<file path="config.mk">
export PLATFORM = sky130hd
export DESIGN_NAME = req_buffer
export DESIGN_NICKNAME = d
export VERILOG_FILES = /design/src/cpu_req_pkg.sv /design/src/req_buffer.sv
export VERILOG_INCLUDE_DIRS = /design/src /design/src/src
export SDC_FILE = /design/constraint.sdc
export NUM_CORES = 1
export LEC_CHECK = 0
export BUFFER_PORTS_ARGS = -buffer_cell sky130_fd_sc_hd__buf_2
export CORE_MARGIN = 5
export CORE_UTILIZATION = 38
export CTS_CLUSTER_DIAMETER = 30
export DETAILED_ROUTE_END_ITERATION = 10
export GPL_TIMING_DRIVEN = 1
export HOLD_SLACK_MARGIN = 0.1
export PLACE_DENSITY = 0.81
export SYNTH_ARGS = -nofsm -noshare
export SYNTH_HDL_FRONTEND = slang
export SYNTH_SLANG_ARGS = --single-unit
</file>
<file path="constraint.sdc">
create_clock -name clk -period 4.2 [get_ports clk]
set_clock_uncertainty 0.05 [all_clocks]
set_input_delay 0.21 -clock clk [delete_from_list [all_inputs] [get_ports clk]]
set_output_delay 0.21 -clock clk [all_outputs]
set_load 0.01 [all_outputs]
</file>
<file path="src/dcache_consts.svh">
/*
 * Geometry and segment codes of the 2-way data cache.
 * Included by the type packages and by any module that sizes arrays or fields.
 */
`ifndef DCACHE_CONSTS_SVH
`define DCACHE_CONSTS_SVH

`define DC_TAG_W        20
`define DC_INDEX_W      8
`define DC_OFFSET_W     4

`define DC_SETS         256
`define DC_LINE_WORDS   4

// top three address bits
`define DC_SEG_CACHED   3'b100
`define DC_SEG_UNCACHED 3'b101

`endif

</file>
<file path="src/cpu_req_pkg.sv">
/*
 * Types of the CPU side of the data cache.
 * Address fields, data word, byte strobe and access kind.
 */
`include "dcache_consts.svh"

package cpu_req_pkg;

    typedef logic [`DC_TAG_W-1:0]    tag_t;
    typedef logic [`DC_INDEX_W-1:0]  index_t;
    typedef logic [`DC_OFFSET_W-1:0] offset_t;

    typedef logic [31:0] word_t;
    typedef logic [3:0]  strb_t;

    typedef logic [`DC_TAG_W+`DC_INDEX_W+`DC_OFFSET_W-1:0] vaddr_t;

    typedef enum logic {
        LOAD,
        STORE
    } op_t;

endpackage

</file>
<file path="src/req_buffer.sv">
/*
 * Input-side request buffer.
 * Captures one CPU request per accept and holds it while the controller works on it.
 */
`timescale 1ns/100ps

module req_buffer (
    input  logic                 clk,
    input  logic                 reset,
    input  logic                 valid,
    input  cpu_req_pkg::op_t     op,
    input  cpu_req_pkg::tag_t    tag,
    input  cpu_req_pkg::index_t  index,
    input  cpu_req_pkg::offset_t offset,
    input  cpu_req_pkg::word_t   wdata,
    input  cpu_req_pkg::strb_t   wstrb,
    input  logic                 accept_en,
    output logic                 addr_ok,
    output logic                 buf_valid,
    output cpu_req_pkg::op_t     buf_op,
    output cpu_req_pkg::tag_t    buf_tag,
    output cpu_req_pkg::index_t  buf_index,
    output cpu_req_pkg::offset_t buf_offset,
    output cpu_req_pkg::word_t   buf_wdata,
    output cpu_req_pkg::strb_t   buf_wstrb
);
    import cpu_req_pkg::*;

    logic accept;

    assign addr_ok = accept_en;   // stall rules live in the controller
    assign accept  = valid && accept_en;

    always_ff @(posedge clk) begin
        if (reset) begin
            buf_valid <= 1'b0;
        end else if (accept_en) begin
            buf_valid <= valid;
        end
    end

    always_ff @(posedge clk) begin
        if (accept) begin
            buf_op     <= op;
            buf_tag    <= tag;
            buf_index  <= index;
            buf_offset <= offset;
            buf_wdata  <= wdata;
            buf_wstrb  <= wstrb;
        end
    end

    // request must stay put until the next accept window
    held_stable: assert property (@(posedge clk) disable iff (reset)
        buf_valid && !accept |=> $stable({buf_tag, buf_index, buf_offset, buf_wdata, buf_wstrb})
                                 && $stable(buf_op));

endmodule

</file>
==> impl_metrics.yaml <==
placed_design:
  port_buffers: 143
  gp_congestion: 0.702
  hpwl_um: 3890
clock_tree:
  clk_pin_slew_worst_paths_ns: 0.08
  cts_tree: "done"
  insertion_delay_ns: 0.33
  cts.htree.levels: 3
  cts_max_path_buffers: 2
  postCtsSetupRepairBufs: 0
  cts_made_buffers: 9
  cts_resized: 0
  clock-sinks: 70
  ctsHoldBuffers: 71
  clock-root-buffer: "clkbuf_8"
drt:
  drtPass1Iterations: 4
  wl_per_cell_um: 19.2
  drc_errors: 0
  vias: 1655
  drt_wl_total_um: 7240
  viasPerCell: 4.40
  drt_iter0_drc: 69
  detail-route-antenna-nets: 0
sta:
  worst_slew_margin_rel_pct: 57.0
  final_hold_viol_count: 0
  fin_crit_sh_pct: 37.5
  period_minus_slack_ns: 1.57
  finalSetupViolCount: 0
  fmax_mhz: 636
  maxSlewViolCount: 0
  worst_pin_slew_ns: 0.644
  timing.hold.ws_ns: 0.527
  rsz0062_at_grt: "no"
  tns_ns: 0
synth:
  avgSynthCellArea_um2: 28.7
  synth_top_cell_by_area: "edfxtp_1"
  synthDistinctLibCells: 6
  syn_nets: 147
  synthesis.area_um2: 2120
  synth_warnings: 0
  netlist.area_leader.share_pct: 97.7
  synth_seq_area_share_pct: 98.6
  ys_ff_latch: 70
  synthCells: 74
  yosys-top-cells-area: "edfxtp_1 98%, dfxtp_1 0.94%, mux2i_1 0.47%"
power:
  p_comb_share_pct: 10.8
  p_clk_share_pct: 39.0
  pwr-share-seq_pct: 50.2
  switchingPower_uw: 347
  power.internal_uw: 1310
  power_density_nw_per_um2: 428
  switching_share_pct: 21.0
  p_leak_uw: 0.00165
  peakVddDrop_uv: 271
worst_setup_path:
  reg2regPathDepth: 3
  path_class: "in2reg"
  worst-r2r-setup-slack_ns: 2.94
  r2r_end: "buf_valid"
  crit_path_max_fanout: 42
  critPathLaunchType: "primary input"
  end_kind: "register"
  r2r-start: "buf_valid"
  cp-endpoint: "buf_tag[11]"
  crit_arrival_ns: 1.50
  cp.required_ns: 4.13
  crit_start: "accept_en"
layout:
  multi_input_area_um2: 21.3
  drive_gt1_share_pct: 52.6
  fin_nets: 372
  n_antenna_cell: 0
  post-route-util_pct: 70.8
  synthToLayoutAreaGrowth_pct: 82.7
  regArea_um2: 2090
  layout_common_cells: "143 x buf_2, 71 x dlygate4sd3_1, 69 x edfxtp_1"
  mostFrequentLayoutCell: "buf_2"
  filler_cell_count: 355
grt:
  grt_pass1_wl_um: 10800
  grt_antenna_before_repair: 0
  grt_max_degree: 43
  grt_usage_pct: 20.8
  grt.overflow.total: 0
  grt_pass1_vias: 1999
min_path:
  hold_path.class: "in2reg"
floorplan:
  start_util_pct: 38.8
  die-area_um2: 7170
  num_rows: 27
  io_pins: 144
  die_y_um: 84.7
  core_area_um2: 5470
  die_width_um: 84.7
status:
  outcome: "finished, final reports clean"
job:
  cap_violations: 0
==> worst max-delay path: stages <==
cell and delay (ns):
buf_2 0.11, and2_2 0.57, buf_4 0.58
==> layer usage <==
metal  vias up  wire (um)  share of wire, %  GRT usage, %
met2       102       3910                54          37.5
li1        744          -                 -             -
met1       794       2370                33          19.3
met3        15        803                11          11.3
met4         0        155               2.1          8.49
met5         -          0                 0             0
==> power groups by stage <==
| stage | Combinational (uW) | Sequential [uW] | Clock (uW) |
|---|---|---|---|
| floorplan | 11.2 | 873 | 0 |
| global placement | 117 | 844 | 0 |
| detailed placement | 121 | 845 | 0 |
| CTS | 173 | 830 | 647 |
| global route | 191 | 837 | 686 |
| finish | 178 | 832 | 647 |
==> sequential cells by signal, indices dropped and copies added (netlist names) <==
name        flops
buf_tag        20
buf_wdata      32
buf_valid       1
buf_index       8
buf_offset      4
buf_wstrb       4
buf_op          1
==> worst min path at each step <==
| stage | start | end | slack, ns | depth (start not counted) |
|---|---|---|---|---|
| after floorplan | reset | buf_valid | 0.23 | 1 |
| after global placement | reset | buf_valid | 0.32 | 2 |
| after detailed placement | wdata[18] | buf_wdata[18] | 0.34 | 1 |
| after CTS | wdata[28] | buf_wdata[28] | 0.52 | 2 |
| after global routing | offset[3] | buf_offset[3] | 0.52 | 2 |
| final | wdata[28] | buf_wdata[28] | 0.53 | 2 |
==> cells in the mapped netlist <==
cell      number
edfxtp_1      69
mux2i_1        1
buf_4          1
nor2_1         1
dfxtp_1        1
and2_2         1
==> cell families after synthesis <==
group         count (synthesis)  synth area share, %
flops                        70                 98.6
simple gates                  2                0.531
mux                           1                0.472
buf+inv                       1                0.354
==> through the flow <==
step,setup slack [ns],total power [uW],cell area [um2],instances
2_1_floorplan,2.63,884,2120,74
6_report,2.63,1660,3870,376
3_5_place_dp,2.30,967,2930,289
4_1_cts,2.66,1650,3870,376
5_1_grt,2.56,1710,3870,376
3_3_place_gp,2.36,961,2930,289
==> cell type report <==
type | instances | area share [%]
Multi-Input combinational cell | 3 | 0.549
Timing Repair Buffer | 215 | 37.0
Tap cell | 72 | 2.32
Clock buffer | 10 | 3.29
Clock inverter | 6 | 2.84
Sequential cell | 70 | 54.0
No activity file was read; power rests on OpenSTA's default activity.
