`src/dcache_consts.svh`:
```
/*
 * Geometry and segment codes of the 2-way data cache.
 * Included by the type packages and by any module that sizes arrays or fields.
 */
`ifndef DCACHE_CONSTS_SVH
`define DCACHE_CONSTS_SVH

`define DC_TAG_W        20
`define DC_INDEX_W      8
`define DC_OFFSET_W     4

`define DC_SETS         256
`define DC_LINE_WORDS   4

// top three address bits
`define DC_SEG_CACHED   3'b100
`define DC_SEG_UNCACHED 3'b101

`endif

```
`src/cpu_req_pkg.sv`:
```
/*
 * Types of the CPU side of the data cache.
 * Address fields, data word, byte strobe and access kind.
 */
`include "dcache_consts.svh"

package cpu_req_pkg;

    typedef logic [`DC_TAG_W-1:0]    tag_t;
    typedef logic [`DC_INDEX_W-1:0]  index_t;
    typedef logic [`DC_OFFSET_W-1:0] offset_t;

    typedef logic [31:0] word_t;
    typedef logic [3:0]  strb_t;

    typedef logic [`DC_TAG_W+`DC_INDEX_W+`DC_OFFSET_W-1:0] vaddr_t;

    typedef enum logic {
        LOAD,
        STORE
    } op_t;

endpackage

```
`src/mem_bus_pkg.sv`:
```
/*
 * Types of the memory side of the data cache, plus the controller states.
 */
`include "dcache_consts.svh"

package mem_bus_pkg;

    typedef logic [`DC_TAG_W+`DC_INDEX_W+`DC_OFFSET_W-1:0] paddr_t;
    typedef logic [`DC_LINE_WORDS*32-1:0]                  line_t;
    typedef logic                                          way_t;

    typedef enum logic [2:0] {
        IDLE,
        LOOKUP,
        MISS,      // victim chosen, write-back issued if dirty
        REPLACE,   // waiting for the write-back
        REFILL,
        UNC_WRITE,
        UNC_READ
    } ctrl_state_t;

endpackage

```
`src/cache_ctrl.sv`:
```
/*
 * Lookup / miss / refill controller of the data cache.
 * Hits finish in LOOKUP; misses write back a dirty victim, refill and look up again.
 * Uncached accesses go out as single words on the word bus.
 */
`timescale 1ns/100ps
`include "dcache_consts.svh"

module cache_ctrl (
    input  logic                 clk,
    input  logic                 reset,
    input  logic                 valid,
    input  logic                 buf_valid,
    input  cpu_req_pkg::op_t     buf_op,
    input  cpu_req_pkg::index_t  buf_index,
    input  cpu_req_pkg::offset_t buf_offset,
    input  cpu_req_pkg::word_t   buf_wdata,
    input  cpu_req_pkg::strb_t   buf_wstrb,
    input  mem_bus_pkg::paddr_t  paddr,
    input  logic                 uncached,
    input  logic                 hit,
    input  mem_bus_pkg::way_t    hit_way,
    input  mem_bus_pkg::line_t   hit_line,
    input  mem_bus_pkg::way_t    victim_way,
    input  logic                 victim_dirty,
    input  cpu_req_pkg::tag_t    victim_tag,
    input  mem_bus_pkg::line_t   victim_line,
    input  logic                 bus_done,
    input  mem_bus_pkg::line_t   bus_line,
    input  cpu_req_pkg::word_t   bus_word,
    output logic                 accept_en,
    output logic                 data_ok,
    output cpu_req_pkg::word_t   rdata,
    output logic                 wr_en,
    output mem_bus_pkg::way_t    wr_way,
    output logic [3:0]           wr_word_en,
    output mem_bus_pkg::line_t   wr_line,
    output cpu_req_pkg::tag_t    wr_tag,
    output logic                 set_dirty,
    output logic                 bump_repl,
    output logic                 start_line_rd,
    output logic                 start_line_wr,
    output logic                 start_word_rd,
    output logic                 start_word_wr,
    output mem_bus_pkg::paddr_t  bus_addr,
    output mem_bus_pkg::line_t   bus_wline,
    output cpu_req_pkg::word_t   bus_wword,
    output cpu_req_pkg::strb_t   bus_wstrb
);
    import cpu_req_pkg::*;
    import mem_bus_pkg::*;

    ctrl_state_t state;
    ctrl_state_t next_state;
    logic        st_pend;      // store hit write, one cycle after LOOKUP
    logic        is_store;
    logic        lookup_hit;
    logic [1:0]  word_sel;

    function automatic line_t merge_store(line_t line, logic [1:0] sel, word_t data,
                                          strb_t strb);
        line_t merged;
        merged = line;
        for (int b = 0; b < 4; b++) begin
            if (strb[b]) begin
                merged[sel*32 + b*8 +: 8] = data[b*8 +: 8];
            end
        end
        return merged;
    endfunction

    assign is_store   = (buf_op == STORE);
    assign word_sel   = buf_offset[`DC_OFFSET_W-1:2];
    assign lookup_hit = (state == LOOKUP) && buf_valid && !uncached && hit;

    always_ff @(posedge clk) begin
        if (reset) begin
            state   <= IDLE;
            st_pend <= 1'b0;
        end else begin
            state   <= next_state;
            st_pend <= lookup_hit && is_store;
        end
    end

    always_comb begin
        next_state = state;
        case (state)
            IDLE: if (valid && accept_en) next_state = LOOKUP;
            LOOKUP: begin
                if (uncached) begin
                    next_state = is_store ? UNC_WRITE : UNC_READ;
                end else if (!lookup_hit) begin
                    next_state = MISS;
                end else if (!(valid && accept_en)) begin
                    next_state = IDLE;   // else a pipelined request stays in LOOKUP
                end
            end
            MISS:                next_state = victim_dirty ? REPLACE : REFILL;
            REPLACE:             if (bus_done) next_state = REFILL;
            REFILL:              if (bus_done) next_state = LOOKUP;
            UNC_WRITE, UNC_READ: if (bus_done) next_state = IDLE;
            default:             next_state = IDLE;
        endcase
    end

    assign accept_en = (state == IDLE) || (lookup_hit && !is_store);
    assign data_ok   = lookup_hit || ((state == UNC_WRITE || state == UNC_READ) && bus_done);
    assign rdata     = (state == UNC_READ) ? bus_word : hit_line[word_sel*32 +: 32];

    always_comb begin
        wr_en      = 1'b0;
        wr_way     = hit_way;
        wr_word_en = 4'b0001 << word_sel;
        wr_line    = merge_store(hit_line, word_sel, buf_wdata, buf_wstrb);
        set_dirty  = 1'b1;
        bump_repl  = 1'b0;
        if (st_pend) begin
            wr_en = 1'b1;
        end else if (state == REFILL && bus_done) begin
            wr_en      = 1'b1;
            wr_way     = victim_way;
            wr_word_en = '1;
            wr_line    = is_store ? merge_store(bus_line, word_sel, buf_wdata, buf_wstrb)
                                  : bus_line;
            set_dirty  = is_store;
            bump_repl  = 1'b1;
        end
    end

    assign wr_tag = paddr[31 -: `DC_TAG_W];

    assign start_word_wr = (state == LOOKUP) && uncached && is_store;
    assign start_word_rd = (state == LOOKUP) && uncached && !is_store;
    assign start_line_wr = (state == MISS) && victim_dirty;
    assign start_line_rd = ((state == MISS) && !victim_dirty) || ((state == REPLACE) && bus_done);

    always_comb begin
        if (start_line_wr) begin
            bus_addr = {victim_tag, buf_index, {`DC_OFFSET_W{1'b0}}};   // victim line
        end else if (uncached) begin
            bus_addr = paddr;
        end else begin
            bus_addr = {paddr[31:`DC_OFFSET_W], {`DC_OFFSET_W{1'b0}}};
        end
    end

    assign bus_wline = victim_line;
    assign bus_wword = buf_wdata;
    assign bus_wstrb = buf_wstrb;

    no_ok_in_idle: assert property (@(posedge clk) disable iff (reset)
        (state == IDLE) |-> !data_ok);

endmodule

```
`config.mk`:
```
export PLATFORM = sky130hd
export DESIGN_NAME = cache_ctrl
export DESIGN_NICKNAME = d
export VERILOG_FILES = /design/src/cpu_req_pkg.sv /design/src/mem_bus_pkg.sv /design/src/cache_ctrl.sv
export VERILOG_INCLUDE_DIRS = /design/src /design/src/src
export SDC_FILE = /design/constraint.sdc
export NUM_CORES = 1
export LEC_CHECK = 0
export BUFFER_PORTS_ARGS = -buffer_cell sky130_fd_sc_hd__buf_2
export CORE_AREA = 4 4 354 356
export DETAILED_ROUTE_END_ITERATION = 16
export DIE_AREA = 0 0 358 360
export PLACE_DENSITY = 0.3
export SLEW_MARGIN = 5
export SYNTH_ARGS = -nofsm -noshare
export SYNTH_HDL_FRONTEND = slang
export SYNTH_SLANG_ARGS = --single-unit
```
`constraint.sdc`:
```
create_clock -name clk -period 4.63 [get_ports clk]
set_input_delay 0.6945 -clock clk [delete_from_list [all_inputs] [get_ports clk]]
set_output_delay 0.6945 -clock clk [all_outputs]
set_load 0.01 [all_outputs]
```
==> impl_results.md <==
* Status: finished, final reports clean
* Source-to-sink clock delay at the later pin of the worst-skew pair at 230 ps
* Post-synthesis simple-gate area fraction at a little under a quarter
* Maximum resistive drop on vdd at 0.0928 mV
* Pin count of the biggest net entering global routing at 83
* Total of flip-flops plus latches after synthesis at 4
* Xor and xnor fraction of the mapped netlist area at 0.115%
* Number of nets in the layout at approximately 2.0k
* Number of hold violations in the final report at 0
* Maximum clock insertion buffer count at 2
* Fin Setup TNS at 0 ps
* Hold-fix buffers at CTS at 0
* Static power due to leakage at 0.00502 uW
* Post-detailed-routing wire length at 90100 um
* Cell taking the most area after synthesis: buf_4
* Fraction of layout instances using a drive strength above 1 at 55.6%
* Crit path capture: wr_line[25]
* # IOs at 917
* Total setup violations reported at the end of the flow at 0
* Root Buffer: clkbuf_16
* Crit path max fanout at 16
* Initial DRT Pass Iterations at 5
* Congestion Overflow GR at 0
* Setup crit end kind: primary output
* Via total after detailed routing at 11.0k
* DR DRC count at 0
* DR WL/cell at 28.9 um
* Post-route total power at 1530 uW
* First-iteration detailed-routing DRC count at 875
* Die Y-Extent at between 300 and 400 um
* Total routing resource utilization after global routing at about an eighth
* Post-synthesis async set-or-reset flop share at 0%
* Largest cells by area after synthesis: buf_4, mux4_2, mux2_2
* CTS buffer count at 3
* Worst Skew at 1.64 ps
* Starting utilization of the core area at 6.25%
* Area of the mapped netlist at around 0.0076 mm2
* Yosys warns at 0
* Critical R2R Capture: state[0]
* Max-slew headroom at the worst pin at 34.5%
* Data arrival, critical path at 3470 ps
* Max-cap violations at 0
* Via/cell ratio at roughly 3.5
* Most used flip-flop cell after synthesis: dfxtp_1
* R2r worst-path depth at 4
* Floorplan core area at 0.122 mm2
* Area share of the largest cell type after synthesis at 18.9%
* Post-CTS sizing at 0
* Number of enable-type register cells in the synthesized netlist at 0
* Clock transition at the registers of the reported paths at 30 ps
* Achievable Freq at 240 MHz
* Mapped Cells at 1057
* Detailed Place HPWL at 78800 um
* Number of H-tree levels at 1
* Unrepaired setup endpoints after global routing: no
* Final GP Congestion at about 0.80
* Launching instance or port of the critical path: buf_offset[2]
* Worst Hold Depth at 2
* Clock Sinks at 4
* Worst R2R Setup Slack at around 2700 ps
* Standard-cell rows at 128
* Worst hold path class: reg -> reg
* Die area at 0.129 mm2
* Startpoint types: primary input
* Number of distinct standard cells referenced by the synthesized netlist at 62
* Setup repair bufs after CTS at 0
* Antenna violations before repair at 67
* Max-slew violations at 0
* Count of nets left with antenna violations after detail routing at 0
* Data required time at the worst endpoint at 3940 ps
* Combinational family with the most area after synthesis: compound AO/OA/AOI/OAI gates
* Type of the setup path with the least slack: in -> out
* Arithmetic-cell share of the synthesized area counting full adders, half adders and majority gates at 1.32%
* Period utilisation layout at 90.0%
* Via count of the first global-routing pass at 10.8k
* Sequential element share of the synthesized area at approximately 1.1%
* Compound-gate portion of the synthesized area at 29.3%
* Final critical path time including I/O delays and setup at 4170 ps
* I/O Buffers at 658
* Layout Area Growth over Synthesis at 53.3%
* TritonCTS clock tree: done
* Fraction of synthesized area in multiplexers at ~20%
* Power per standard cell area at approximately 130 mW/mm2
* Mapped Nets at 1592
* Wire length of the first global-routing pass at 113000 um
* Avg Synthesized Cell Area at 7.20 um2
* Transition time at the pin with the least slew margin at 983 ps
* Width of the chip at roughly 360 um
* Startpoint of the worst-slack reg-to-reg timing path: state[0]
layout by cell type, fill, tap and decap left out, types with 3 or more instances in the layout:
master,synthesis,routed
buf_2,42,656
and2_0,4,4
a222oi_1,5,5
nand3_1,83,82
dfxtp_1,4,4
a32o_1,5,5
mux2_2,60,60
o21ai_1,9,9
mux2i_1,13,13
buf_12,0,4
a221o_1,28,28
clkbuf_16,0,3
a32oi_1,20,20
nor3_1,7,6
buf_4,192,47
and2_1,26,26
inv_1,22,22
a21oi_1,81,81
nor2_1,9,9
o221ai_1,5,5
nor3_2,4,3
diode_2,0,13
nand2b_1,9,9
a22oi_1,77,77
o21ai_0,38,38
and3_1,46,46
nor2b_1,5,4
a31oi_1,23,23
nand3b_1,4,4
a211oi_1,12,12
ha_1,8,7
nand2_1,69,69
a41o_1,5,5
mux4_2,32,32
nand4_1,27,27
synthesized netlist by cell type (2+ instances only):
master	instances
nand3b_1	4
ha_1	8
buf_4	192
dfxtp_1	4
inv_1	22
nor4_4	2
buf_2	42
nand4_1	27
o21ai_1	9
nand2_1	69
a222oi_1	5
and3_1	46
clkbuf_1	34
a32o_1	5
o21ai_0	38
a31oi_1	23
and2_1	26
a221o_1	28
mux2i_1	13
a41o_1	5
mux4_2	32
nand3_1	83
a211oi_1	12
nor2_1	9
a21oi_1	81
inv_2	2
buf_1	14
nor4b_1	3
a32oi_1	20
nor3b_2	2
mux2_2	60
nor2b_1	5
nand2b_1	9
nor3_2	4
o22a_1	2
nor3_1	7
a22oi_1	77
and2_0	4
o221ai_1	5
nor3b_1	2
power by group:
part           total (uW)  leakage, uW  switching [uW]  internal [uW]
Combinational        1340      0.00495             826            514
Clock                 141    0.0000371            30.0            111
Sequential           52.7    0.0000328            13.7           38.9
Total                1530      0.00502             870            664
critical path: stages:
cell and delay [ps]:
buf_4 220, inv_1 360, ha_1 540, buf_4 290, nand3_1 130, nor4_2 610, a32oi_1 110, o21ai_0 230
buf_2 260
metal layers:
layer | vias up | part of all wire [%] | track usage, %
met5 | - | 0.23 | 0
met4 | 30 | 1.8 | 1.70
li1 | 4744 | - | -
met2 | 721 | 49 | 23.3
met1 | 5332 | 41 | 16.4
met3 | 149 | 7.7 | 2.95
sequential cells by signal (all words and copies together), names as in the netlist:
register	flops
st_pend	1
state	3
layout make-up:
| class | instances | area [um2] |
|---|---|---|
| fillers | 14400 | 110000 |
| multi-input cells | 745 | 5630 |
| repair buffers | 707 | 3720 |
| well taps | 1625 | 2030 |
| inverters | 24 | 92.6 |
| flip-flops and latches | 4 | 80.1 |
| clock buffers | 3 | 75.1 |
| diodes | 13 | 32.5 |
through the flow:
step	area [um2]	hold slack (ps)	utilization, %	worst slack (ps)	instances
finish	11700	682	9.58	463	3121
global route	11600	726	9.56	95.0	3112
CTS	11600	687	9.55	152	3108
detailed placement	11600	681	9.49	150	3105
global placement	11600	687	9.49	287	3105
floorplan	7610	634	-	1760	1057
kinds of logic after synthesis:
logic type	Yosys count
AO/OA/AOI/OAI	321
XOR/XNOR	1
adder cells (fa/ha/maj)	8
buffers and inverters	308
flip-flops	4
multiplexers	105
AND/OR/NAND/NOR	310
worst min path at each step:
stage	from	to	slack (ps)
2_1_floorplan	state[2]	state[0]	630
3_3_place_gp	state[2]	state[2]	690
3_5_place_dp	state[2]	state[2]	680
4_1_cts	state[2]	state[2]	690
5_1_grt	reset	state[1]	730
6_report	state[2]	state[2]	680
No activity file was read; power rests on OpenSTA's default activity.
