File: src/dcache_consts.svh
/*
 * Geometry and segment codes of the 2-way data cache.
 * Included by the type packages and by any module that sizes arrays or fields.
 */
`ifndef DCACHE_CONSTS_SVH
`define DCACHE_CONSTS_SVH

`define DC_TAG_W        20
`define DC_INDEX_W      8
`define DC_OFFSET_W     4

`define DC_SETS         256
`define DC_LINE_WORDS   4

// top three address bits
`define DC_SEG_CACHED   3'b100
`define DC_SEG_UNCACHED 3'b101

`endif

File: src/cpu_req_pkg.sv
/*
 * Types of the CPU side of the data cache.
 * Address fields, data word, byte strobe and access kind.
 */
`include "dcache_consts.svh"

package cpu_req_pkg;

    typedef logic [`DC_TAG_W-1:0]    tag_t;
    typedef logic [`DC_INDEX_W-1:0]  index_t;
    typedef logic [`DC_OFFSET_W-1:0] offset_t;

    typedef logic [31:0] word_t;
    typedef logic [3:0]  strb_t;

    typedef logic [`DC_TAG_W+`DC_INDEX_W+`DC_OFFSET_W-1:0] vaddr_t;

    typedef enum logic {
        LOAD,
        STORE
    } op_t;

endpackage

File: src/mem_bus_pkg.sv
/*
 * Types of the memory side of the data cache, plus the controller states.
 */
`include "dcache_consts.svh"

package mem_bus_pkg;

    typedef logic [`DC_TAG_W+`DC_INDEX_W+`DC_OFFSET_W-1:0] paddr_t;
    typedef logic [`DC_LINE_WORDS*32-1:0]                  line_t;
    typedef logic                                          way_t;

    typedef enum logic [2:0] {
        IDLE,
        LOOKUP,
        MISS,      // victim chosen, write-back issued if dirty
        REPLACE,   // waiting for the write-back
        REFILL,
        UNC_WRITE,
        UNC_READ
    } ctrl_state_t;

endpackage

File: src/bus_port.sv
/*
 * Output-side bus port.
 * Turns start pulses into held line or word requests that drop on their rdy handshake.
 * bus_done marks a write handshake or returned read data.
 */
`timescale 1ns/100ps

module bus_port (
    input  logic                clk,
    input  logic                reset,
    input  logic                start_line_rd,
    input  logic                start_line_wr,
    input  logic                start_word_rd,
    input  logic                start_word_wr,
    input  mem_bus_pkg::paddr_t bus_addr,
    input  mem_bus_pkg::line_t  bus_wline,
    input  cpu_req_pkg::word_t  bus_wword,
    input  cpu_req_pkg::strb_t  bus_wstrb,
    output logic                rd_req,
    output mem_bus_pkg::paddr_t rd_addr,
    input  logic                rd_rdy,
    input  logic                ret_valid,
    input  mem_bus_pkg::line_t  ret_data,
    output logic                wr_req,
    output mem_bus_pkg::paddr_t wr_addr,
    output mem_bus_pkg::line_t  wr_data,
    input  logic                wr_rdy,
    output logic                ud_rd_req,
    output mem_bus_pkg::paddr_t ud_rd_addr,
    input  logic                ud_rd_rdy,
    input  logic                ud_ret_valid,
    input  cpu_req_pkg::word_t  ud_ret_data,
    output logic                ud_wr_req,
    output mem_bus_pkg::paddr_t ud_wr_addr,
    output cpu_req_pkg::word_t  ud_wr_data,
    output cpu_req_pkg::strb_t  ud_wr_strb,
    input  logic                ud_wr_rdy,
    output logic                bus_done,
    output mem_bus_pkg::line_t  bus_line,
    output cpu_req_pkg::word_t  bus_word
);
    import cpu_req_pkg::*;
    import mem_bus_pkg::*;

    paddr_t addr_q;   // one request at a time, so one address
    line_t  line_q;
    word_t  word_q;
    strb_t  strb_q;

    always_ff @(posedge clk) begin
        if (reset) begin
            rd_req    <= 1'b0;
            wr_req    <= 1'b0;
            ud_rd_req <= 1'b0;
            ud_wr_req <= 1'b0;
        end else begin
            if (start_line_rd) rd_req <= 1'b1;
            else if (rd_req && rd_rdy) rd_req <= 1'b0;
            if (start_line_wr) wr_req <= 1'b1;
            else if (wr_req && wr_rdy) wr_req <= 1'b0;
            if (start_word_rd) ud_rd_req <= 1'b1;
            else if (ud_rd_req && ud_rd_rdy) ud_rd_req <= 1'b0;
            if (start_word_wr) ud_wr_req <= 1'b1;
            else if (ud_wr_req && ud_wr_rdy) ud_wr_req <= 1'b0;
        end
    end

    always_ff @(posedge clk) begin
        if (start_line_rd || start_line_wr || start_word_rd || start_word_wr) begin
            addr_q <= bus_addr;
        end
        if (start_line_wr) line_q <= bus_wline;
        if (start_word_wr) begin
            word_q <= bus_wword;
            strb_q <= bus_wstrb;
        end
    end

    assign rd_addr    = addr_q;
    assign wr_addr    = addr_q;
    assign wr_data    = line_q;
    assign ud_rd_addr = addr_q;
    assign ud_wr_addr = addr_q;
    assign ud_wr_data = word_q;
    assign ud_wr_strb = strb_q;

    // reads end on returned data, writes on the handshake
    assign bus_done = ret_valid || ud_ret_valid || (wr_req && wr_rdy) || (ud_wr_req && ud_wr_rdy);
    assign bus_line = ret_data;
    assign bus_word = ud_ret_data;

    one_pending: assert property (@(posedge clk) disable iff (reset)
        $onehot0({rd_req, wr_req, ud_rd_req, ud_wr_req}));

endmodule

File: config.mk
export PLATFORM = sky130hd
export DESIGN_NAME = bus_port
export DESIGN_NICKNAME = d
export VERILOG_FILES = /design/src/cpu_req_pkg.sv /design/src/mem_bus_pkg.sv /design/src/bus_port.sv
export VERILOG_INCLUDE_DIRS = /design/src /design/src/src
export SDC_FILE = /design/constraint.sdc
export NUM_CORES = 1
export LEC_CHECK = 0
export ABC_AREA = 1
export BUFFER_PORTS_ARGS = -buffer_cell sky130_fd_sc_hd__buf_2
export CORE_AREA = 2 2 317 319
export DETAILED_ROUTE_END_ITERATION = 10
export DIE_AREA = 0 0 319 321
export PLACE_DENSITY = 0.3
export SLEW_MARGIN = 20
export SYNTH_ARGS = -nofsm -noshare
export SYNTH_HDL_FRONTEND = slang
export SYNTH_SLANG_ARGS = --single-unit
File: constraint.sdc
create_clock -name clk -period 2.33 [get_ports clk]
set_input_delay 0.466 -clock clk [delete_from_list [all_inputs] [get_ports clk]]
set_output_delay 0.466 -clock clk [all_outputs]
set_load 0.01 [all_outputs]
==> summary.md, run 1 <==
| Metric | Value |
|---|---|
| Met3 usage | `5.459%` |
| Sequential-to-total area share from yosys stat | `between 70% and 80%` |
| Grt ovf | `0` |
| Rows | `116` |
| Chip width | `319 um` |
| Largest net degree at the start of global routing | `72` |
| Fill cells | `11,380` |
| Vias in the first global route | `4,818` |
| Post-Syn Area per Cell | `16.72 um^2` |
| Worst setup EP type | `primary output` |
| CTS Root Cell | `clkbuf_16` |
| Worst Setup Start Kind | `flop` |
| Sink Count | `200` |
| Vias per inst | `2.223` |
| Routed vias | `between 4,000 and 5,000` |
| Netlist cell types | `9` |
| Met2 usage in global routing | `7.548%` |
| Gpl congestion | `0.7242` |
| Final standard cell area without fillers | `0.01094 mm^2` |
| Max Clk Rate | `approximately 600 MHz` |
| Initial DRC Count | `148` |
| Total power | `0.008680 W` |
| R2R setup slack | `1.71 ns` |
| Initial Util | `8.033%` |
| Critical path's top delay family | `flip-flops` |
| Most frequent cells in the layout | `buf_2 (503), edfxtp_1 (196), clkbuf_16 (17)` |
| Hold Path Depth | `1` |
| RR Startpoint | `wr_req` |
| Total CTS buffers | `17` |
| GR Util met1 | `4.927%` |
| Gr busiest metal | `met2` |
| WL final | `28,930 um` |
| Reg area | `0.005966 mm^2` |
| TritonCTS clock tree | `done` |
| First-pass GRT wire length | `37,150 um` |
| DR pass1 iterations | `4` |
| Crit-path max FO | `4` |
| Antenna-violating nets left | `0` |
| DP HPWL | `23,170 um` |
| Area of the multi-input gates | `57.56 um^2` |
| Max incr delay on CP | `between 0.5 and 0.6 ns` |
| Commonest non-fill, non-tap cell in the layout | `buf_2` |
| Hold_buf cts | `0` |
| CP Class | `flop to primary output` |
| Yosys reg bits | `200` |
| Setup Buffers After CTS | `0` |
| Final min period | `1.672 ns` |
| CP Buf/Inv Count | `1` |
| Final period util | `71.78%` |
| HP Class | `input pin to flop` |
| Post-CTS sizing | `0` |
| Slowest CP cell | `edfxtp_1` |
| IO Port Bufs | `a little over 500` |
| Slew Limit Fails | `0` |
| Worst Hold Path EP | `wr_data[62]` |
| Ports | `825` |
| Final setup violation count | `0` |
| Nets | `1,116` |
| GRT Resource Usage Total | `5.402%` |
| Initial antenna violation count | `8` |
| Share of cells above drive strength 1 | `just over 70%` |
| Hold Path Origin | `bus_wline[62]` |
| Cells after Synth | `477` |
| Max Root-Sink Buffers | `2` |
| Sum Neg Setup Slack | `0 ns` |
| VDD IR-drop max | `approximately 520 uV` |
| Core ar. | `around 0.1 mm^2` |
| Slew @ Worst Pin | `0.4418 ns` |
| RSZ-0062 raised after global routing | `no` |
| Detailed-route wire length per cell | `14.04 um` |
| Placed instance area | `0.01027 mm^2` |
| Crit-path cells | `buf_2` |
| Worst reg2reg path depth | `2` |
| P&R area growth vs syn | `37.13%` |
| DIE AREA | `0.1024 mm^2` |
| Place WS | `0.6932 ns` |
| Worst r2r dst | `wr_req` |
| Status | `completed` |
| Worst Skew | `0 ns` |
| Worst Path Arrival | `approximately 1.2 ns` |
| Die Span Y | `321 um` |
| Setup WS post-layout | `approximately 0.66 ns` |
| Worst hold slack | `0.1296 ns` |
| # H-tree levels | `4` |
| Critical Path RT | `1.86 ns` |
| Post-route DRC | `0` |
| Slew headroom | `70.54%` |
| Static Leak | `4.372 nW` |
| Synth warnings | `0` |
| Clock-pin slew on the worst setup and hold paths | `approximately 0.09 ns` |
| Total of max-cap violations | `0` |
| Cell area after synthesis | `approximately 0.0080 mm^2` |
| Syn nets | `about 850` |
| PD cells | `793.6 mW/mm^2` |
| Final Hold Fails | `0` |
| Clock latency at the later pin of the worst-skew pair | `0.49 ns` |
-- layer usage --
metal	wire length (um)	vias to the layer above
li1	-	1932
met5	214	-
met1	9659	2067
met2	12340	499
met4	850	14
met3	5868	68
-- cells by family after synthesis --
| family | after synthesis | synth area share (%) |
|---|---|---|
| buffers and inverters | 264 | 24.47 |
| AOI/OAI and AO/OA | 4 | 0.2510 |
| and+or+nand+nor | 9 | 0.4706 |
| DFF | 200 | 74.80 |
-- worst max-delay path by stage --
stage,slack [ns],to,depth (start not counted),startpoint
floorplan,0.27,rd_addr[0],2,start_line_rd
global placement,0.72,rd_addr[24],4,start_word_wr
detailed placement,0.69,rd_addr[0],4,start_word_wr
CTS,0.56,rd_addr[2],1,rd_addr[2]
global route,0.57,rd_addr[2],1,rd_addr[2]
finish,0.66,rd_addr[2],1,rd_addr[2]
-- flip-flops by register name (all words and copies together), names as in the netlist --
name / flops
wr_data: 128
rd_addr: 32
ud_wr_strb: 4
ud_wr_data: 32
ud_wr_req: 1
ud_rd_req: 1
rd_req: 1
wr_req: 1
-- per-stage QoR --
stage / std cells / utilization (%)
finish: 2060 / 11.02
global route: 2059 / 11.01
detailed placement: 2027 / 10.35
CTS: 2059 / 11.01
floorplan: 477 / -
global placement: 2027 / 10.35
-- power breakdown --
group          switching, W  internal [W]  total, W
sequential         0.000112       0.00426   0.00437
combinational      0.000511      0.000389  0.000900
clock               0.00172       0.00169   0.00341
total               0.00234       0.00634   0.00868
-- area by class of cell --
cell class / count / area share, %
clock inverters: 15 / 2.151
inverters: 8 / 0.2746
repair buffers: 508 / 23.74
flip-flops and latches: 200 / 54.55
diodes: 1 / 0.02288
well taps: 1298 / 14.85
clock buffers: 17 / 3.890
multi-input cells: 13 / 0.5263
-- cell usage after synthesis --
library cell,instances,area [um^2]
buf_4,256,1922
inv_1,8,30.03
nand3_1,1,5.000
nor2_1,1,3.750
dfxtp_1,4,80.08
nand4_1,1,6.260
edfxtp_1,196,5886
nand2_1,6,22.52
a21oi_1,4,20.02
(Power assumes the default switching activity.)
==> inputs of run 2 (changes only) <==
--- a/config.mk
+++ b/config.mk
@@ -6,7 +6,7 @@
 export SDC_FILE = /design/constraint.sdc
 export NUM_CORES = 1
 export LEC_CHECK = 0
-export ABC_AREA = 1
+export ABC_AREA = 0
 export BUFFER_PORTS_ARGS = -buffer_cell sky130_fd_sc_hd__buf_2
 export CORE_AREA = 2 2 317 319
 export DETAILED_ROUTE_END_ITERATION = 10
==> constraint.sdc (replaced) <==
create_clock -name clk -period 1.4 [get_ports clk]
set_input_delay 0.28 -clock clk [delete_from_list [all_inputs] [get_ports clk]]
set_output_delay 0.28 -clock clk [all_outputs]
set_load 0.01 [all_outputs]
==> summary.md, run 2 <==
| Metric | Value |
|---|---|
| Crit-path max FO | `3 (-1)` |
| Share of cells above drive strength 1 | `57.28% (-14 points)` |
| Clock latency at the later pin of the worst-skew pair | `0.50 ns (about the same)` |
| Status | `finished, violations left` |
| Sink Count | `200 (unchanged)` |
| Final Util | `13.19% (+2.2 points)` |
| Total of max-cap violations | `0 (unchanged)` |
| Failing checks | `negative setup slack` |
| Post-Syn Area per Cell | `16.90 um^2 (+1.1%)` |
| First-pass GRT wire length | `44,560 um (+20%)` |
| Core ar. | `0.09928 mm^2 (unchanged)` |
| Worst r2r dst | `wr_req` |
| Max reg flops | `128 (unchanged)` |
| Cells after Synth | `472 (-1.0%)` |
| CTS Root Cell | `clkbuf_16` |
| Yosys reg bits | `200 (unchanged)` |
| HP Class | `input pin to flop` |
| Vias per inst | `2.395 (+7.7%)` |
| R2R setup slack | `0.24 ns (-1.47 ns)` |
| Chip width | `319 um (unchanged)` |
| Initial Util | `8.036% (about the same)` |
| Worst Setup EP | `bus_done` |
| Slowest CP cell | `dfxtp_2` |
| Sequential-to-total area share from yosys stat | `74.78% (about the same)` |
| Cell area after synthesis | `0.007978 mm^2 (about the same)` |
| Fin cells | `2,264 (+9.9%)` |
| Cell count after placement | `2,026 (-0.049%)` |
| Place WS | `-0.01427 ns (-0.7075 ns)` |
| Post-route DRC | `0 (unchanged)` |
| IO Port Bufs | `504 (unchanged)` |
| Die Span Y | `321 um (unchanged)` |
| VDD IR-drop max | `866.2 uV (+65%)` |
| # H-tree levels | `4 (unchanged)` |
| Largest net degree at the start of global routing | `52 (-28%)` |
| Crit-path cells | `a211oi_2 -> nand2_1 -> buf_2` |
| Commonest cells post-synth | `buf_4 (256), edfxtp_1 (196), dfxtp_1 (4), inv_1 (4), nand2b_1 (4)` |
| Ports | `825 (unchanged)` |
| Slew Limit Fails | `0 (unchanged)` |
| WL final | `33,830 um (+17%)` |
| CP Class | `flop to primary output` |
| Nets | `1,317 (+18%)` |
| Total CTS buffers | `17 (unchanged)` |
| Static Leak | `5.243 nW (+20%)` |
| Worst Setup Start Kind | `flop` |
| Worst Path Arrival | `1.27 ns (+0.06 ns)` |
| Worst reg2reg path depth | `3 (+1)` |
| Routed vias | `5,422 (+18%)` |
| Fill cells | `11,230 (-1.4%)` |
| DR pass1 iterations | `4 (unchanged)` |
| EDFF count, synth | `196 (unchanged)` |
| Synth top area share | `73.78% (about the same)` |
| Gpl congestion | `0.7353 (+1.5%)` |
| Critical Path RT | `1.12 ns (-0.74 ns)` |
| RR Startpoint | `wr_req` |
| Slew @ Worst Pin | `0.4537 ns (+0.01188 ns)` |
| Max incr delay on CP | `0.35 ns (-0.16 ns)` |
| Cell taking the most area after synthesis | `edfxtp_1` |
| Worst Skew | `0 ns (unchanged)` |
| Initial antenna violation count | `14 (+6)` |
| Launch point of the worst path | `wr_req` |
| DIE AREA | `0.1024 mm^2 (unchanged)` |
| Most common cell in the netlist | `buf_4` |
| Slew headroom | `69.75% (-0.79 points)` |
| Async set-reset flop share out of synthesis | `0% (unchanged)` |
| TritonCTS clock tree | `done` |
| Most used DFF post-synth | `edfxtp_1` |
| Max Root-Sink Buffers | `2 (unchanged)` |
| Netlist cell types | `10 (+1)` |
| DP HPWL | `27,000 um (+17%)` |
| Max Clk Rate | `between 600 and 700 MHz` |
| Commonest non-fill, non-tap cell in the layout | `buf_2` |
| Antenna-violating nets left | `0 (unchanged)` |
| Final min period | `1.545 ns` |
| Worst hold slack | `0.08492 ns (-0.04472 ns)` |
| RSZ-0062 raised after global routing | `yes` |
| Final setup violation count | `48 (+48)` |
| PD cells | `1130 mW/mm^2 (+42%)` |
| GRT Resource Usage Total | `6.403% (+1.0 points)` |
| Final Hold Fails | `0 (unchanged)` |
| Grt ovf | `0 (unchanged)` |
| Vias in the first global route | `5,741 (+19%)` |
| Detailed-route wire length per cell | `14.94 um (+6.4%)` |
| Most frequent cells in the layout | `buf_2 (485), dlygate4sd3_1 (202), edfxtp_1 (196)` |
| Clock-pin slew on the worst setup and hold paths | `0.10 ns (about the same)` |
| Worst setup EP type | `primary output` |
| P&R area growth vs syn | `64.19%` |
| Initial DRC Count | `185 (+25%)` |
| Rows | `116 (unchanged)` |
| Final period util | `110.4%` |
| Setup WS post-layout | `-0.1453 ns (-0.8028 ns)` |
| Synth warnings | `0 (unchanged)` |
| Syn nets | `840 (-0.59%)` |
| Synth area leaders | `edfxtp_1 (74%), buf_4 (24%), dfxtp_1 (1.0%)` |
run 2: critical path: cells and delay by family (launching register included):
family	cells	cell delay, ns
AOI/OAI and AO/OA	1	0.16
buffers and inverters	1	0.15
DFF	1	0.35
and+or+nand+nor	1	0.11
run 2: timing repair:
item,in CTS,in global routing
pin swaps,1,0
cloned,0,0
hold buffers,202,0
gates resized for setup,22,5
buffers inserted,0,0
endpoints found under the hold margin,199,0
endpoints found under the setup margin,164,155
run 2: how the worst min path moves through the flow:
stage                              start             end  slack, ns  cells after the start
final                      bus_wword[17]  ud_wr_data[17]       0.08                      1
after global routing       bus_wword[17]  ud_wr_data[17]       0.05                      1
after CTS                  bus_wword[17]  ud_wr_data[17]       0.03                      1
after detailed placement  bus_wline[111]    wr_data[111]       0.46                      1
after global placement     bus_wline[48]     wr_data[48]       0.46                      1
after floorplan                    reset          wr_req       0.34                      1
run 2: kinds of logic after synthesis:
| kind of cell | count (synthesis) | synth area share (%) |
|---|---|---|
| buffers and inverters | 260 | 24.28 |
| flip-flops | 200 | 74.78 |
| AND/OR/NAND/NOR | 7 | 0.4862 |
| AO/OA/AOI/OAI | 5 | 0.4548 |
run 2: through the flow:
stage	TNS, ns	instance area [um^2]	total power [W]
detailed placement	-0.5926	10340	0.009020
global placement	-0.3358	10340	0.009037
CTS	-11.58	13060	0.01528
global route	-9.717	13100	0.01554
finish	-1.662	13100	0.01480
floorplan	-14.33	7988	0.008533
run 2: power by group:
group | switching [W] | internal [W]
combinational | 0.000977 | 0.00108
clock | 0.00283 | 0.00262
sequential | 0.000211 | 0.00708
run 2: area by class of cell:
type	instances	area (um^2)	area share, %
antenna	4	10.01	0.07642
multi-input combinational	12	75.07	0.5731
inverter	4	25.02	0.1910
tap	1298	1624	12.40
timing repair buffer	714	4782	36.51
sequential	200	5967	45.55
clock inverter	14	176.4	1.347
clock buffer	18	439.2	3.353
run 2: routing by layer:
layer / vias up / track usage (%) / part of all wire (%)
met5: - / 0.6619 / 0.48
met1: 2464 / 6.452 / 36
met3: 75 / 5.887 / 19
met4: 14 / 3.050 / 2.4
met2: 524 / 8.874 / 42
li1: 2345 / - / -
==> inputs of run 3 (changes only) <==
==> constraint.sdc (replaced) <==
create_clock -name clk -period 1.6 [get_ports clk]
set_input_delay 0.32 -clock clk [delete_from_list [all_inputs] [get_ports clk]]
set_output_delay 0.32 -clock clk [all_outputs]
set_load 0.01 [all_outputs]
==> summary.md, run 3 (synthesized netlist as in run 2, its figures left out) <==
| Metric | Value |
|---|---|
| RSZ-0062 raised after global routing | `yes` |
| Gpl congestion | `0.7401 (+0.65%)` |
| HP Class | `input pin to flop` |
| Max incr delay on CP | `0.35 ns (about the same)` |
| IO Port Bufs | `504 (unchanged)` |
| Crit-path cells | `a211oi_2 -> nand2_1 -> buf_6` |
| Initial DRC Count | `199 (+7.6%)` |
| Sink Count | `200 (unchanged)` |
| Most frequent cells in the layout | `buf_2 (502), dlygate4sd3_1 (196), edfxtp_1 (196)` |
| Slew Limit Fails | `0 (unchanged)` |
| Final Hold Fails | `0 (unchanged)` |
| Final standard cell area without fillers | `0.01288 mm^2 (-1.7%)` |
| Detailed-route wire length per cell | `14.69 um (-1.7%)` |
| WL final | `33,160 um (-2.0%)` |
| Total CTS buffers | `17 (unchanged)` |
| CP Buf/Inv Count | `1 (unchanged)` |
| Worst hold slack | `0.06968 ns (-0.01523 ns)` |
| DP HPWL | `26,710 um (-1.1%)` |
| Placed instance area | `0.01028 mm^2 (-0.58%)` |
| Hold Path Depth | `3 (+2)` |
| Total of max-cap violations | `0 (unchanged)` |
| Initial antenna violation count | `14 (unchanged)` |
| Slew headroom | `67.55% (-2.2 points)` |
| Seq pwr share | `49.5% (+0.2 points)` |
| Critical Path RT | `1.28 ns (+0.16 ns)` |
| First-pass GRT wire length | `43,930 um (-1.4%)` |
| Initial Util | `8.036% (unchanged)` |
| Levels on crit path | `3 (unchanged)` |
| Largest net degree at the start of global routing | `72 (+38%)` |
| # H-tree levels | `4 (unchanged)` |
| Commonest non-fill, non-tap cell in the layout | `buf_2` |
| VDD IR-drop max | `748.2 uV (-14%)` |
| PD cells | `999.9 mW/mm^2 (-12%)` |
| Fill cells | `11,260 (+0.28%)` |
| Slew @ Worst Pin | `0.4868 ns (+0.03304 ns)` |
| Antenna-violating nets left | `0 (unchanged)` |
| Clock latency at the later pin of the worst-skew pair | `0.51 ns (about the same)` |
| Gate power share | `13.4% (-0.5 points)` |
| Clock-pin slew on the worst setup and hold paths | `0.08 ns (-0.02 ns)` |
| Setup Buffers After CTS | `0 (unchanged)` |
| Total power | `0.01288 W (-13%)` |
| DIE AREA | `0.1024 mm^2 (unchanged)` |
| P&R area growth vs syn | `61.45%` |
| TritonCTS clock tree | `done` |
| Grt ovf | `0 (unchanged)` |
| Worst setup EP type | `primary output` |
| Final setup violation count | `0 (-100%)` |
| Final period util | `between 90% and 100%` |
| Worst Path Arrival | `1.24 ns (-0.03 ns)` |
| Status | `completed` |
| Static Leak | `5.151 nW (-1.8%)` |
| P_sw | `0.003414 W (-15%)` |
| Final min period | `1.559 ns` |
| Core ar. | `0.09928 mm^2 (unchanged)` |
| Share of cells above drive strength 1 | `57.29% (about the same)` |
| Worst Setup Start Kind | `flop` |
| Sw Ratio | `26.51% (-0.64 points)` |
| Worst Skew | `0 ns (unchanged)` |
| Clock share of power | `37.1% (+0.3 points)` |
| DR pass1 iterations | `4 (unchanged)` |
| Ports | `825 (unchanged)` |
| Nets | `1,308 (-0.68%)` |
| Worst reg2reg path depth | `2 (-1)` |
| CTS Root Cell | `clkbuf_16` |
| Chip width | `319 um (unchanged)` |
| Max reg flops | `128 (unchanged)` |
| CP Class | `flop to primary output` |
| Vias per inst | `2.365 (-1.2%)` |
| Slowest CP cell | `dfxtp_2` |
| Routed vias | `5,338 (-1.5%)` |
| Crit-path max FO | `3 (unchanged)` |
| GRT Resource Usage Total | `6.340% (-0.063 points)` |
| Max Root-Sink Buffers | `2 (unchanged)` |
| Vias in the first global route | `5,628 (-2.0%)` |
| Die Span Y | `321 um (unchanged)` |
| Post-route DRC | `0 (unchanged)` |
| P_int | `0.009464 W (-12%)` |
| Max Clk Rate | `roughly 640 MHz` |
| Rows | `116 (unchanged)` |
| Critical path's top delay family | `flip-flops` |
-- run 3: cell count changes in the layout (fill, tap and decap cells not counted) --
cell	delta
inv_12	-1
clkbuf_1	+2
buf_12	-3
dlygate4sd3_1	-6
clkinv_4	-1
clkbuf_8	-1
buf_2	+17
diode_2	+2
buf_6	-16
clkbuf_4	-1
bufinv_16	+1
-- run 3: routing by layer --
layer	share of wire (%)	up-vias	GRT usage, %
met2	42	522	8.768
li1	-	2323	-
met4	2.6	12	3.145
met3	20	74	5.956
met5	0.46	-	0.6619
met1	35	2407	6.279
-- run 3: cell type report --
class / count / area [um^2] / area share, %
sequential: 200 / 5967 / 46.33
multi-input combinational: 12 / 75.07 / 0.5829
timing repair buffer: 705 / 4559 / 35.40
clock inverter: 13 / 181.4 / 1.409
antenna: 6 / 15.01 / 0.1166
clock buffer: 19 / 432.9 / 3.361
inverter: 4 / 25.02 / 0.1943
tap: 1298 / 1624 / 12.61
-- run 3: worst reg2reg max path: stages (launching register included) --
cell      delay (ns)
dfxtp_1         0.37
nand2b_1        0.08
a21oi_1         0.13
-- run 3: worst paths after layout --
check	from	to	slack, ns
setup / recovery	wr_req	bus_done	0.04
hold / removal	start_word_rd	ud_rd_req	0.07
setup reg to reg	ud_wr_req	ud_wr_req	0.96
hold reg to reg	ud_rd_req	ud_rd_req	0.48
-- run 3: through the flow --
stage	cells	utilization [%]	setup WS, ns	setup TNS [ns]
2_1_floorplan	472	-	-0.2878	-9.210
3_3_place_gp	2023	10.36	0.1354	0
3_5_place_dp	2023	10.36	0.1371	0
4_1_cts	2251	12.96	-0.04307	-0.04384
5_1_grt	2255	12.97	-0.05645	-0.05645
6_report	2257	12.97	0.04102	0
-- run 3: what timing repair did --
| action | 4_1_cts | 5_1_grt |
|---|---|---|
| gates resized for setup | 3 | 0 |
| endpoints found under the setup margin | 3 | 1 |
| hold buffers | 196 | 0 |
| pin swaps | 1 | 0 |
| endpoints found under the hold margin | 199 | 0 |
-- run 3: power by group through the flow --
stage	clock, W	sequential, W	combinational (W)
CTS	0.00514	0.00638	0.00178
finish	0.00478	0.00637	0.00173
global route	0.00523	0.00642	0.00188
global placement	0	0.00649	0.00139
floorplan	0	0.00669	0.000779
detailed placement	0	0.00649	0.00138
